<file path="src/hdl/stopwatch_pkg.sv">
`default_nettype none

package stopwatch_pkg;

  // ##########################################################
  // display geometry
  // ##########################################################

  localparam int unsigned NUM_DIGITS = 4;
  localparam int unsigned DIGIT_W    = 4;

  // bit 0 is segment a, active low
  localparam int unsigned SEG_W      = 7;

  // ##########################################################
  // timebase
  // ##########################################################

  // 100 MHz clock into 100 Hz
  localparam int unsigned TICKS_PER_CENTISECOND = 1_000_000;
  localparam int unsigned TICK_CNT_W            = 20;

  // ##########################################################
  // shared types
  // ##########################################################

  typedef logic [DIGIT_W-1:0] digit_t;

  typedef logic [SEG_W-1:0] seg_t;

  // 0 = hundredths, 3 = tens of seconds
  typedef logic [$clog2(NUM_DIGITS)-1:0] digit_sel_t;

  // largest decimal digit value
  localparam digit_t DIGIT_MAX = digit_t'(9);

endpackage

`default_nettype wire
</file>
<file path="src/hdl/stopwatch.sv">
`timescale 1ns/1ps
`default_nettype none

module stopwatch #(
  parameter int unsigned TICKS_PER_CENTISECOND = stopwatch_pkg::TICKS_PER_CENTISECOND
) (
  input  logic                clk100_i,
  input  logic                rstn_i,
  input  logic                start_stop_i,
  input  logic                set_i,
  input  logic                change_i,
  output stopwatch_pkg::seg_t hex0_o,
  output stopwatch_pkg::seg_t hex1_o,
  output stopwatch_pkg::seg_t hex2_o,
  output stopwatch_pkg::seg_t hex3_o
);

  logic                      start_press;
  logic                      set_press;
  logic                      change_press;
  logic                      running;
  logic                      set_mode;
  logic                      incr;
  logic                      tick;
  stopwatch_pkg::digit_sel_t digit_sel;
  stopwatch_pkg::digit_t     hundredths;
  stopwatch_pkg::digit_t     tenths;
  stopwatch_pkg::digit_t     seconds;
  stopwatch_pkg::digit_t     ten_seconds;

  // ##########################################################
  // buttons
  // ##########################################################

  button_sync start_sync_inst (
    .clk100_i (clk100_i),
    .rstn_i   (rstn_i),
    .btn_n_i  (start_stop_i),
    .press_o  (start_press)
  );

  button_sync set_sync_inst (
    .clk100_i (clk100_i),
    .rstn_i   (rstn_i),
    .btn_n_i  (set_i),
    .press_o  (set_press)
  );

  button_sync change_sync_inst (
    .clk100_i (clk100_i),
    .rstn_i   (rstn_i),
    .btn_n_i  (change_i),
    .press_o  (change_press)
  );

  // ##########################################################
  // control, timebase and time digits
  // ##########################################################

  stopwatch_control control_inst (
    .clk100_i       (clk100_i),
    .rstn_i         (rstn_i),
    .start_press_i  (start_press),
    .set_press_i    (set_press),
    .change_press_i (change_press),
    .running_o      (running),
    .set_mode_o     (set_mode),
    .incr_o         (incr),
    .digit_sel_o    (digit_sel)
  );

  centisecond_tick #(
    .TICKS_PER_CENTISECOND (TICKS_PER_CENTISECOND)
  ) tick_inst (
    .clk100_i (clk100_i),
    .rstn_i   (rstn_i),
    .enable_i (running),
    .tick_o   (tick)
  );

  bcd_time_counter counter_inst (
    .clk100_i      (clk100_i),
    .rstn_i        (rstn_i),
    .tick_i        (tick),
    .set_mode_i    (set_mode),
    .incr_i        (incr),
    .digit_sel_i   (digit_sel),
    .hundredths_o  (hundredths),
    .tenths_o      (tenths),
    .seconds_o     (seconds),
    .ten_seconds_o (ten_seconds)
  );

  // displays, hex0 is the rightmost digit
  seven_seg_decoder hex0_dec_inst (.digit_i(hundredths),  .seg_o(hex0_o));
  seven_seg_decoder hex1_dec_inst (.digit_i(tenths),      .seg_o(hex1_o));
  seven_seg_decoder hex2_dec_inst (.digit_i(seconds),     .seg_o(hex2_o));
  seven_seg_decoder hex3_dec_inst (.digit_i(ten_seconds), .seg_o(hex3_o));

endmodule

`default_nettype wire

</file>
<file path="src/hdl/seven_seg_decoder.sv">
`timescale 1ns/1ps
`default_nettype none

module seven_seg_decoder (
  input  stopwatch_pkg::digit_t digit_i,
  output stopwatch_pkg::seg_t   seg_o
);

  // bit order is g f e d c b a, a zero lights the segment
  always_comb
  begin
    case (digit_i)
      4'd0:    seg_o = 7'b100_0000;
      4'd1:    seg_o = 7'b111_1001;
      4'd2:    seg_o = 7'b010_0100;
      4'd3:    seg_o = 7'b011_0000;
      4'd4:    seg_o = 7'b001_1001;
      4'd5:    seg_o = 7'b001_0010;
      4'd6:    seg_o = 7'b000_0010;
      4'd7:    seg_o = 7'b111_1000;
      4'd8:    seg_o = 7'b000_0000;
      4'd9:    seg_o = 7'b001_0000;
      // all segments on
      default: seg_o = 7'b000_0000;
    endcase
  end

endmodule

`default_nettype wire

</file>
<file path="src/hdl/bcd_time_counter.sv">
`timescale 1ns/1ps
`default_nettype none

module bcd_time_counter (
  input  logic                      clk100_i,
  input  logic                      rstn_i,
  input  logic                      tick_i,
  input  logic                      set_mode_i,
  input  logic                      incr_i,
  input  stopwatch_pkg::digit_sel_t digit_sel_i,
  output stopwatch_pkg::digit_t     hundredths_o,
  output stopwatch_pkg::digit_t     tenths_o,
  output stopwatch_pkg::digit_t     seconds_o,
  output stopwatch_pkg::digit_t     ten_seconds_o
);

  // index 0 is hundredths
  stopwatch_pkg::digit_t digits_q [stopwatch_pkg::NUM_DIGITS];
  stopwatch_pkg::digit_t digits_d [stopwatch_pkg::NUM_DIGITS];

  // carry into each digit
  logic [stopwatch_pkg::NUM_DIGITS-1:0] carry;

  function automatic stopwatch_pkg::digit_t next_digit(input stopwatch_pkg::digit_t d);
    if (d == stopwatch_pkg::DIGIT_MAX)
      return '0;
    else
      return d + 1;
  endfunction

  // ##########################################################
  // carry chain and set-mode increment
  // ##########################################################

  always_comb
  begin
    carry[0] = tick_i & ~set_mode_i;
    for (int i = 0; i < stopwatch_pkg::NUM_DIGITS - 1; i++)
    begin
      carry[i+1] = carry[i] & (digits_q[i] == stopwatch_pkg::DIGIT_MAX);
    end

    for (int i = 0; i < stopwatch_pkg::NUM_DIGITS; i++)
    begin
      digits_d[i] = digits_q[i];
      if (set_mode_i)
      begin
        // selected digit only, no carry
        if (incr_i && (digit_sel_i == stopwatch_pkg::digit_sel_t'(i)))
          digits_d[i] = next_digit(digits_q[i]);
      end
      else if (carry[i])
        digits_d[i] = next_digit(digits_q[i]);
    end
  end

  always_ff @(posedge clk100_i or negedge rstn_i)
  begin
    if (!rstn_i)
    begin
      for (int i = 0; i < stopwatch_pkg::NUM_DIGITS; i++)
      begin
        digits_q[i] <= '0;
      end
    end
    else
    begin
      for (int i = 0; i < stopwatch_pkg::NUM_DIGITS; i++)
      begin
        digits_q[i] <= digits_d[i];
      end
    end
  end

  assign hundredths_o  = digits_q[0];
  assign tenths_o      = digits_q[1];
  assign seconds_o     = digits_q[2];
  assign ten_seconds_o = digits_q[3];

  // ticks and set-mode edits both keep the digits decimal
  digits_decimal : assert property (
    @(posedge clk100_i) disable iff (!rstn_i)
    (hundredths_o  <= stopwatch_pkg::DIGIT_MAX) &&
    (tenths_o      <= stopwatch_pkg::DIGIT_MAX) &&
    (seconds_o     <= stopwatch_pkg::DIGIT_MAX) &&
    (ten_seconds_o <= stopwatch_pkg::DIGIT_MAX)
  )
    else $error("bcd_time_counter: digit above nine");

endmodule

`default_nettype wire

</file>
<file path="src/hdl/stopwatch_control.sv">
`timescale 1ns/1ps
`default_nettype none

module stopwatch_control (
  input  logic                      clk100_i,
  input  logic                      rstn_i,
  input  logic                      start_press_i,
  input  logic                      set_press_i,
  input  logic                      change_press_i,
  output logic                      running_o,
  output logic                      set_mode_o,
  output logic                      incr_o,
  output stopwatch_pkg::digit_sel_t digit_sel_o
);

  // ##########################################################
  // state
  // ##########################################################

  // setting_q low is idle, high is setting
  logic                      setting_q;
  logic                      setting_d;
  logic                      running_q;
  logic                      running_d;
  stopwatch_pkg::digit_sel_t digit_sel_q;
  stopwatch_pkg::digit_sel_t digit_sel_d;
  logic                      last_digit;

  assign last_digit =
    (digit_sel_q == stopwatch_pkg::digit_sel_t'(stopwatch_pkg::NUM_DIGITS - 1));

  // ##########################################################
  // next state
  // ##########################################################

  always_comb
  begin
    setting_d   = setting_q;
    running_d   = running_q;
    digit_sel_d = digit_sel_q;

    if (!setting_q)
    begin
      // start has priority over set in the same cycle
      if (start_press_i)
        running_d = ~running_q;
      else if (set_press_i && !running_q)
      begin
        setting_d   = 1'b1;
        digit_sel_d = '0;
      end
    end
    else if (set_press_i)
    begin
      if (last_digit)
      begin
        setting_d   = 1'b0;
        digit_sel_d = '0;
      end
      else
        digit_sel_d = digit_sel_q + 1;
    end
  end

  always_ff @(posedge clk100_i or negedge rstn_i)
  begin
    if (!rstn_i)
    begin
      setting_q   <= 1'b0;
      running_q   <= 1'b0;
      digit_sel_q <= '0;
    end
    else
    begin
      setting_q   <= setting_d;
      running_q   <= running_d;
      digit_sel_q <= digit_sel_d;
    end
  end

  assign running_o   = running_q;
  assign set_mode_o  = setting_q;
  assign digit_sel_o = digit_sel_q;

  // change presses only count in set mode
  assign incr_o = setting_q & change_press_i;

  // the divider never runs while digits are being edited
  run_set_exclusive : assert property (
    @(posedge clk100_i) disable iff (!rstn_i)
    !(running_o && set_mode_o)
  )
    else $error("stopwatch_control: running in set mode");

endmodule

`default_nettype wire

</file>
<file path="src/hdl/centisecond_tick.sv">
`timescale 1ns/1ps
`default_nettype none

module centisecond_tick #(
  parameter int unsigned TICKS_PER_CENTISECOND = stopwatch_pkg::TICKS_PER_CENTISECOND
) (
  input  logic clk100_i,
  input  logic rstn_i,
  input  logic enable_i,
  output logic tick_o
);

  localparam int unsigned LAST_CNT = TICKS_PER_CENTISECOND - 1;

  logic [stopwatch_pkg::TICK_CNT_W-1:0] cnt_q;
  logic                                 at_last;

  assign at_last = (cnt_q == LAST_CNT[stopwatch_pkg::TICK_CNT_W-1:0]);

  // holds while stopped so the current hundredth keeps its fraction
  always_ff @(posedge clk100_i or negedge rstn_i)
  begin
    if (!rstn_i)
      cnt_q <= '0;
    else if (enable_i)
    begin
      if (at_last)
        cnt_q <= '0;
      else
        cnt_q <= cnt_q + 1;
    end
  end

  assign tick_o = enable_i & at_last;

  // the count never runs past the terminal value
  count_in_range : assert property (
    @(posedge clk100_i) disable iff (!rstn_i)
    cnt_q <= LAST_CNT[stopwatch_pkg::TICK_CNT_W-1:0]
  )
    else $error("centisecond_tick: count past terminal value");

endmodule

`default_nettype wire

</file>
<file path="src/hdl/button_sync.sv">
`timescale 1ns/1ps
`default_nettype none

module button_sync (
  input  logic clk100_i,
  input  logic rstn_i,
  input  logic btn_n_i,
  output logic press_o
);

  // two synchronizer stages, then one history stage for the edge
  logic sync0_q;
  logic sync1_q;
  logic prev_q;

  always_ff @(posedge clk100_i or negedge rstn_i)
  begin
    if (!rstn_i)
    begin
      // released level
      sync0_q <= 1'b1;
      sync1_q <= 1'b1;
      prev_q  <= 1'b1;
    end
    else
    begin
      sync0_q <= btn_n_i;
      sync1_q <= sync0_q;
      prev_q  <= sync1_q;
    end
  end

  // falling edge of the synchronized level
  assign press_o = prev_q & ~sync1_q;

  // a held button gives only one pulse
  press_single_cycle : assert property (
    @(posedge clk100_i) disable iff (!rstn_i)
    press_o |=> !press_o
  )
    else $error("button_sync: press pulse longer than one cycle");

endmodule

`default_nettype wire

</file>
<file path="config.mk">
export PLATFORM = sky130hd
export DESIGN_NAME = stopwatch
export DESIGN_NICKNAME = d
export VERILOG_FILES = /design/src/hdl/stopwatch_pkg.sv /design/src/hdl/stopwatch.sv /design/src/hdl/seven_seg_decoder.sv /design/src/hdl/bcd_time_counter.sv /design/src/hdl/stopwatch_control.sv /design/src/hdl/centisecond_tick.sv /design/src/hdl/button_sync.sv
export SDC_FILE = /design/constraint.sdc
export NUM_CORES = 1
export LEC_CHECK = 0
export ABC_AREA = 1
export BUFFER_PORTS_ARGS = -buffer_cell sky130_fd_sc_hd__buf_2
export CAP_MARGIN = 15
export CORE_UTILIZATION = 42
export CTS_CLUSTER_DIAMETER = 30
export DETAILED_ROUTE_END_ITERATION = 12
export PLACE_DENSITY = 0.6
export SETUP_SLACK_MARGIN = 0.2
export SLEW_MARGIN = 15
export SYNTH_ARGS = -nofsm -noshare
export SYNTH_HDL_FRONTEND = slang
export SYNTH_HIERARCHICAL = 1
export SYNTH_SLANG_ARGS = --single-unit
export TNS_END_PERCENT = 30
</file>
<file path="constraint.sdc">
create_clock -name clk100_i -period 2.3 [get_ports clk100_i]
set_input_delay 0.46 -clock clk100_i [delete_from_list [all_inputs] [get_ports clk100_i]]
set_output_delay 0.46 -clock clk100_i [all_outputs]
set_load 0.01 [all_outputs]
</file>
# ---- After elaboration in Yosys (flattened, before gate mapping)
# Memories as Yosys holds them, arrays and structs flattened.
# Index checks and enable logic that the tools add are counted.
dict set report word_totals {
  output_inout_bits 28
  reg_bits 49
  word_cells 100
  inputBits 5
  n_memories 4
  romBits 448
}
# memory words word_bits read_ports rd_clocked_by_memory_dff write_ports line
set mem_list {}
lappend mem_list {{(no name shown)} 16 7 1 0 0 seven_seg_decoder.sv:12} ;# case (digit_i)
lappend mem_list {{(no name shown)} 16 7 1 0 0 seven_seg_decoder.sv:12}
lappend mem_list {{(no name shown)} 16 7 1 0 0 seven_seg_decoder.sv:12}
lappend mem_list {{(no name shown)} 16 7 1 0 0 seven_seg_decoder.sv:12}
dict set report op_classes {
  reduce_logical 18
  eq_ne 14
  muxes 27
  n_addsub 6
  bitwise 14
}
# operator n
set ops {}
lappend ops {{$mux 4} 16}
lappend ops {{$add 20x1->20 const B} 1}
lappend ops {{$eq 20x20->1 const B} 1}
lappend ops {{$mux 20} 1}
lappend ops {{$add 4x1->4 const B} 4}
lappend ops {{$eq 4x4->1 const B} 4}
lappend ops {{$mux 2} 5}
lappend ops {{$ne 2x1->1 const B} 5}
lappend ops {{$reduce_and 2->1} 5}
lappend ops {{$reduce_bool 2->1} 5}
lappend ops {{$and 1x1->1} 9}
lappend ops {{$logic_and 1x1->1} 5}
lappend ops {{$mux 1} 5}
lappend ops {{$not 1->1} 5}
lappend ops {{$eq 2x2->1 const B} 2}
lappend ops {{$reduce_and 3->1} 1}
lappend ops {{$add 2x1->2 const B} 1}
lappend ops {{$eq 2x1->1 const B} 1}
lappend ops {{$logic_not 2->1} 1}
lappend ops {{$ne 2x2->1 const B} 1}
lappend ops {{$logic_not 1->1} 1}

# ---- Logic depth before layout (Yosys ltp)
dict set report depth {
  ltp_word 8
  ltp_mapped 12
  mapped_depth_nobuf 12
}

# ---- Modules after synthesis
# The synthesis kept the hierarchy.
# mod area_per_inst_um2 seq_area_each_um2 n_inst cells_per_inst
set by_module_without_submodules {}
lappend by_module_without_submodules {centisecond_tick 1270.0 500.5 1 188}
lappend by_module_without_submodules {bcd_time_counter 958.4 400.4 1 119}
lappend by_module_without_submodules {seven_seg_decoder 161.4 0.0 4 29}
lappend by_module_without_submodules {button_sync 88.8 78.8 3 5}
lappend by_module_without_submodules {stopwatch_control 192.7 100.1 1 23}

# ---- Worst setup path before layout
# OpenSTA, ideal clock, no wires.
dict set report synth_timing {
  kind {reg-to-reg}
  startpoint {reg tick_inst/cnt_q[1] (netlist name)}
  endpoint {reg counter_inst.digits_q, in the netlist counter_inst/seconds_o[1]}
  path_buffers 0
  setup_slack_ns 0.622
  setup_ns 0.126
  t_arrival_ns 1.552
  stages_incl_launch_ff 11
  t_required_ns 2.174
  period_less_slack_ns 1.678
  cell_sequence {dfrtp_1 ha_1 nand2_2 nor2_4 nand2_1 nor3_1 nand2_1 nor2_8 nand2_4 nand2_2 o21ai_0}
}
dict set report synth_between {
  elab_chain_cells 7
}
# element line
set synth_lines {}
lappend synth_lines {{start, declared} centisecond_tick.sv:15} ;# logic [stopwatch_pkg::TICK_CNT_W-1:0] cnt_q;
lappend synth_lines {{start signal, assigned} centisecond_tick.sv:30} ;# cnt_q <= cnt_q + 1;
lappend synth_lines {{$eq 20x20->1} centisecond_tick.sv:18} ;# assign at_last = (cnt_q == LAST_CNT[stopwatch_pkg::TICK_CNT_W-1:0]);
lappend synth_lines {{$and 1x1->1} centisecond_tick.sv:34} ;# assign tick_o = enable_i & at_last;
lappend synth_lines {{via tick} stopwatch.sv:24} ;# logic tick;
lappend synth_lines {{$and 1x1->1} bcd_time_counter.sv:37} ;# carry[0] = tick_i & ~set_mode_i;
lappend synth_lines {{$and 1x1->1 (2 in a row)} bcd_time_counter.sv:40} ;# carry[i+1] = carry[i] & (digits_q[i] == stopwatch_pkg::DIGIT_MAX);
lappend synth_lines {{$reduce_bool 2->1 (no source line)} -}
lappend synth_lines {{$reduce_and 2->1 (no source line)} -}
lappend synth_lines {{end signal, assigned by index} bcd_time_counter.sv:70} ;# digits_q[i] <= digits_d[i];
lappend synth_lines {{end, declared} bcd_time_counter.sv:18} ;# stopwatch_pkg::digit_t digits_q [stopwatch_pkg::NUM_DIGITS];
# The timed path passes the listed nets, and every way through them passes these cells.
# A chain may end at the register's enable or synchronous reset.

# ---- Worst setup path after layout
dict set report layout_timing {
  startpoint {reg counter_inst.digits_q, in the netlist counter_inst/seconds_o[0]}
  endpoint {out hex2_o[3]}
}
dict set report layout_between {
  elab_chain_cells 1
}
# element line
set layout_lines {}
lappend layout_lines {{$mem_v2 16x7} -}
lappend layout_lines {{end, declared} stopwatch.sv:14} ;# output stopwatch_pkg::seg_t hex2_o,
# Every way passes these cells.

==> impl_metrics.yaml <==
worst_setup_path:
  cp-end-kind: "output pin"
  arrival_ps: 1600
  start_kind: "register"
  worst-setup-path-type: "reg2out"
  crit_fanout: 9
  critPathRequiredTime_ps: 1840
cts:
  htreeDepth: 2
  cts_tree: "yes"
  cts-buffers-inserted: 5
  path_clk_slew_ps: 100
  hold_buffers: 0
  clock_latency_ps: 310
  cts_buffer_depth: 2
  cts_setup_buffers: 0
  clock-sinks: 49
  cts_resized: 0
  cts_root_buffer: "clkbuf_8"
sta:
  slew-limit-headroom: 0.771
  tightestPinTransition_ps: 343
  finalCriticalPeriod_ps: 2060
  tns_ps: 0
  clock.fmax_mhz: 486
  fin_crit_sh: 0.895
  hold_viol_final: 0
  slew_violations: 0
  rsz0062_at_grt: "true"
  finalSetupViolations: 0
  clock_skew_ps: 8.09
final_layout:
  final_area_um2: 3740
  antennaDiodeCount: 0
  syn_to_final_growth_pct: 12.3
  nFillCells: 767
  drive_gt1_frac: 0.213
  multi_input_area_um2: 1800
  num-nets-final: 528
  register_area_um2: 1240
power_and_ir_drop:
  p_per_area_nw_per_um2: 936
  cellLeakagePower_nw: 2.02
  ir_drop_mv: 0.469
logic_synthesis:
  synth_top_cell_area_share: 0.300
  synth_warnings: 6
  synth_nets: 488
  ys.flop_type: "dfrtp_1"
  synth_edf_count: 0
  avgSynthCellArea_um2: 7.23
  synthCells: 461
  ys_top_cells_by_area: "dfrtp_1, nand2_1, nor2_1, ha_1, inv_1"
  yosysSeqAreaShare: 0.371
  synth_top_area_cell: "dfrtp_1"
  postSynth.asyncResetShare: 1.00
  postSynthRegisterBits: 49
  yosysUniqueCellTypes: 30
  synth_area_um2: 3330
route:
  drtIter0Drc: 108
  wl_per_cell_um: 9.83
  wirelength_um: 5940
  vias: 2815
  avgViaCountPerCell: 4.66
  first_pass_iters: 4
  remaining_drc_errors: 0
  ant_nets: 0
placed_design:
  io_buffers: 32
  dpl_cell_area_um2: 3640
  place_congestion: 0.826
  dpl.hpwl_um: 4510
min_path:
  hp-class: "in2async"
die:
  pin_count: 33
  core_area_um2: 7690
  fp.dieW_um: 91.1
  start_util: 0.434
  rows: 32
  die_h_um: 91.1
  dieArea_um2: 8300
global_routing:
  antenna_found_initial: 0
  gr-total-overflow: 0
  grt_max_degree: 50
  grt_pass1_vias: 2526
  track_usage: 0.158
  grt_pass1_wl_um: 10800
run_status:
  status: "completed"
run:
  cap_violations: 0
registers in the layout (all words and copies together) (netlist names), 2 cells and up:
| signal | count |
|---|---|
| counter_inst/tenths_o | 4 |
| counter_inst/seconds_o | 4 |
| counter_inst/ten_seconds_o | 4 |
| counter_inst/hundredths_o | 4 |
| tick_inst/cnt_q | 20 |
| control_inst/digit_sel_o | 2 |
final timing paths:
kind | startpoint | endpoint | slack [ps] | depth (start not counted)
min in group clk100_i | start_stop_i | start_sync_inst/sync0_q$_DFF_PN1_ | 240 | 1
setup / recovery | counter_inst/seconds_o[0]$_DFFE_PN0P_ | hex2_o[3] | 240 | 6
hold / removal | rstn_i | tick_inst/cnt_q[17]$_DFFE_PN0P_ | 110 | 2
hold reg to reg | change_sync_inst/sync0_q$_DFF_PN1_ | change_sync_inst/sync1_q$_DFF_PN1_ | 360 | 0
setup reg to reg | tick_inst/cnt_q[1]$_DFFE_PN0P_ | counter_inst/ten_seconds_o[3]$_DFFE_PN0P_ | 390 | 11
max in group asynchronous | rstn_i | start_sync_inst/prev_q$_DFF_PN1_ | 1910 | 2
placed cells by master, fill, tap and decap left out, types with 2 or more instances in the layout:
cell / instances
nand3_1: 37
dfstp_2: 9
o21bai_1: 2
inv_2: 15
o21ai_0: 10
inv_1: 63
dfrtp_2: 5
nor2_1: 75
buf_2: 32
nand2_2: 5
xnor2_1: 4
nor2_2: 13
nand2_4: 3
xor2_1: 7
o21ai_2: 5
a21oi_1: 3
nand2_1: 119
inv_6: 2
ha_1: 22
clkbuf_8: 5
dfrtp_1: 35
nor2_4: 6
nand4_1: 10
o21ai_1: 3
critical path, cell delays in order (launching register included):
cell and delay [ps]:
dfrtp_1 500, inv_1 150, ha_1 310, nand2_1 80, inv_1 40, nor2_1 80
buf_2 130
layout make-up:
| class | instances | share of cell area |
|---|---|---|
| tap | 102 | 0.0341 |
| clock buffer | 5 | 0.0184 |
| clock inverter | 3 | 0.00668 |
| timing repair buffer | 34 | 0.0501 |
| sequential | 49 | 0.332 |
| inverter | 78 | 0.0782 |
| multi-input combinational | 333 | 0.480 |
synth_stat cells (2+ instances only):
library cell	instances
inv_2	13
nand2_4	3
o21ai_2	5
xnor2_1	4
nor2_2	13
inv_1	65
nand2_1	119
dfstp_2	9
o21bai_1	2
xor2_1	7
nand3_1	37
ha_1	22
nor2_1	75
o21ai_1	2
a21oi_1	3
o21ai_0	11
nand4_1	10
nor2_4	6
dfrtp_1	40
nand2_2	5
stage by stage:
step                      hold WS [ps]  power (mW)  setup WS (ps)  utilization  std cells
after CTS                          121        3.54            203        0.486        604
after floorplan                    164        2.46            622            -        461
after global routing               136        3.86            146        0.487        604
final                              110        3.51            242        0.487        604
after global placement             349        2.95            466        0.474        596
after detailed placement           349        2.99            377        0.474        596
cells by family (layout without fill, tap and decap cells):
| logic type | after synthesis | in the layout | share of synthesized area |
|---|---|---|---|
| and+or+nand+nor | 273 | 273 | 0.375 |
| buffers and inverters | 79 | 120 | 0.0893 |
| DFF | 49 | 49 | 0.371 |
| AOI/OAI and AO/OA | 26 | 26 | 0.0480 |
| adders and majority gates | 22 | 22 | 0.0826 |
| xor gates and xnor gates | 12 | 12 | 0.0338 |
power by group:
group	switching (mW)	total, mW	internal, mW
logic	0.977	1.62	0.648
registers	0.289	1.34	1.05
clock network	0.316	0.538	0.222
total	1.58	3.51	1.92
per-layer routing:
layer  global-route usage  routed length, um  up-vias
met5                    0                  0        -
met4               0.0516                 78        0
met3               0.0276                189        5
met2                0.257               2560       41
met1                0.213               3110     1274
li1                     -                  -     1495
Note: power is estimated with default switching activity, not from simulation.
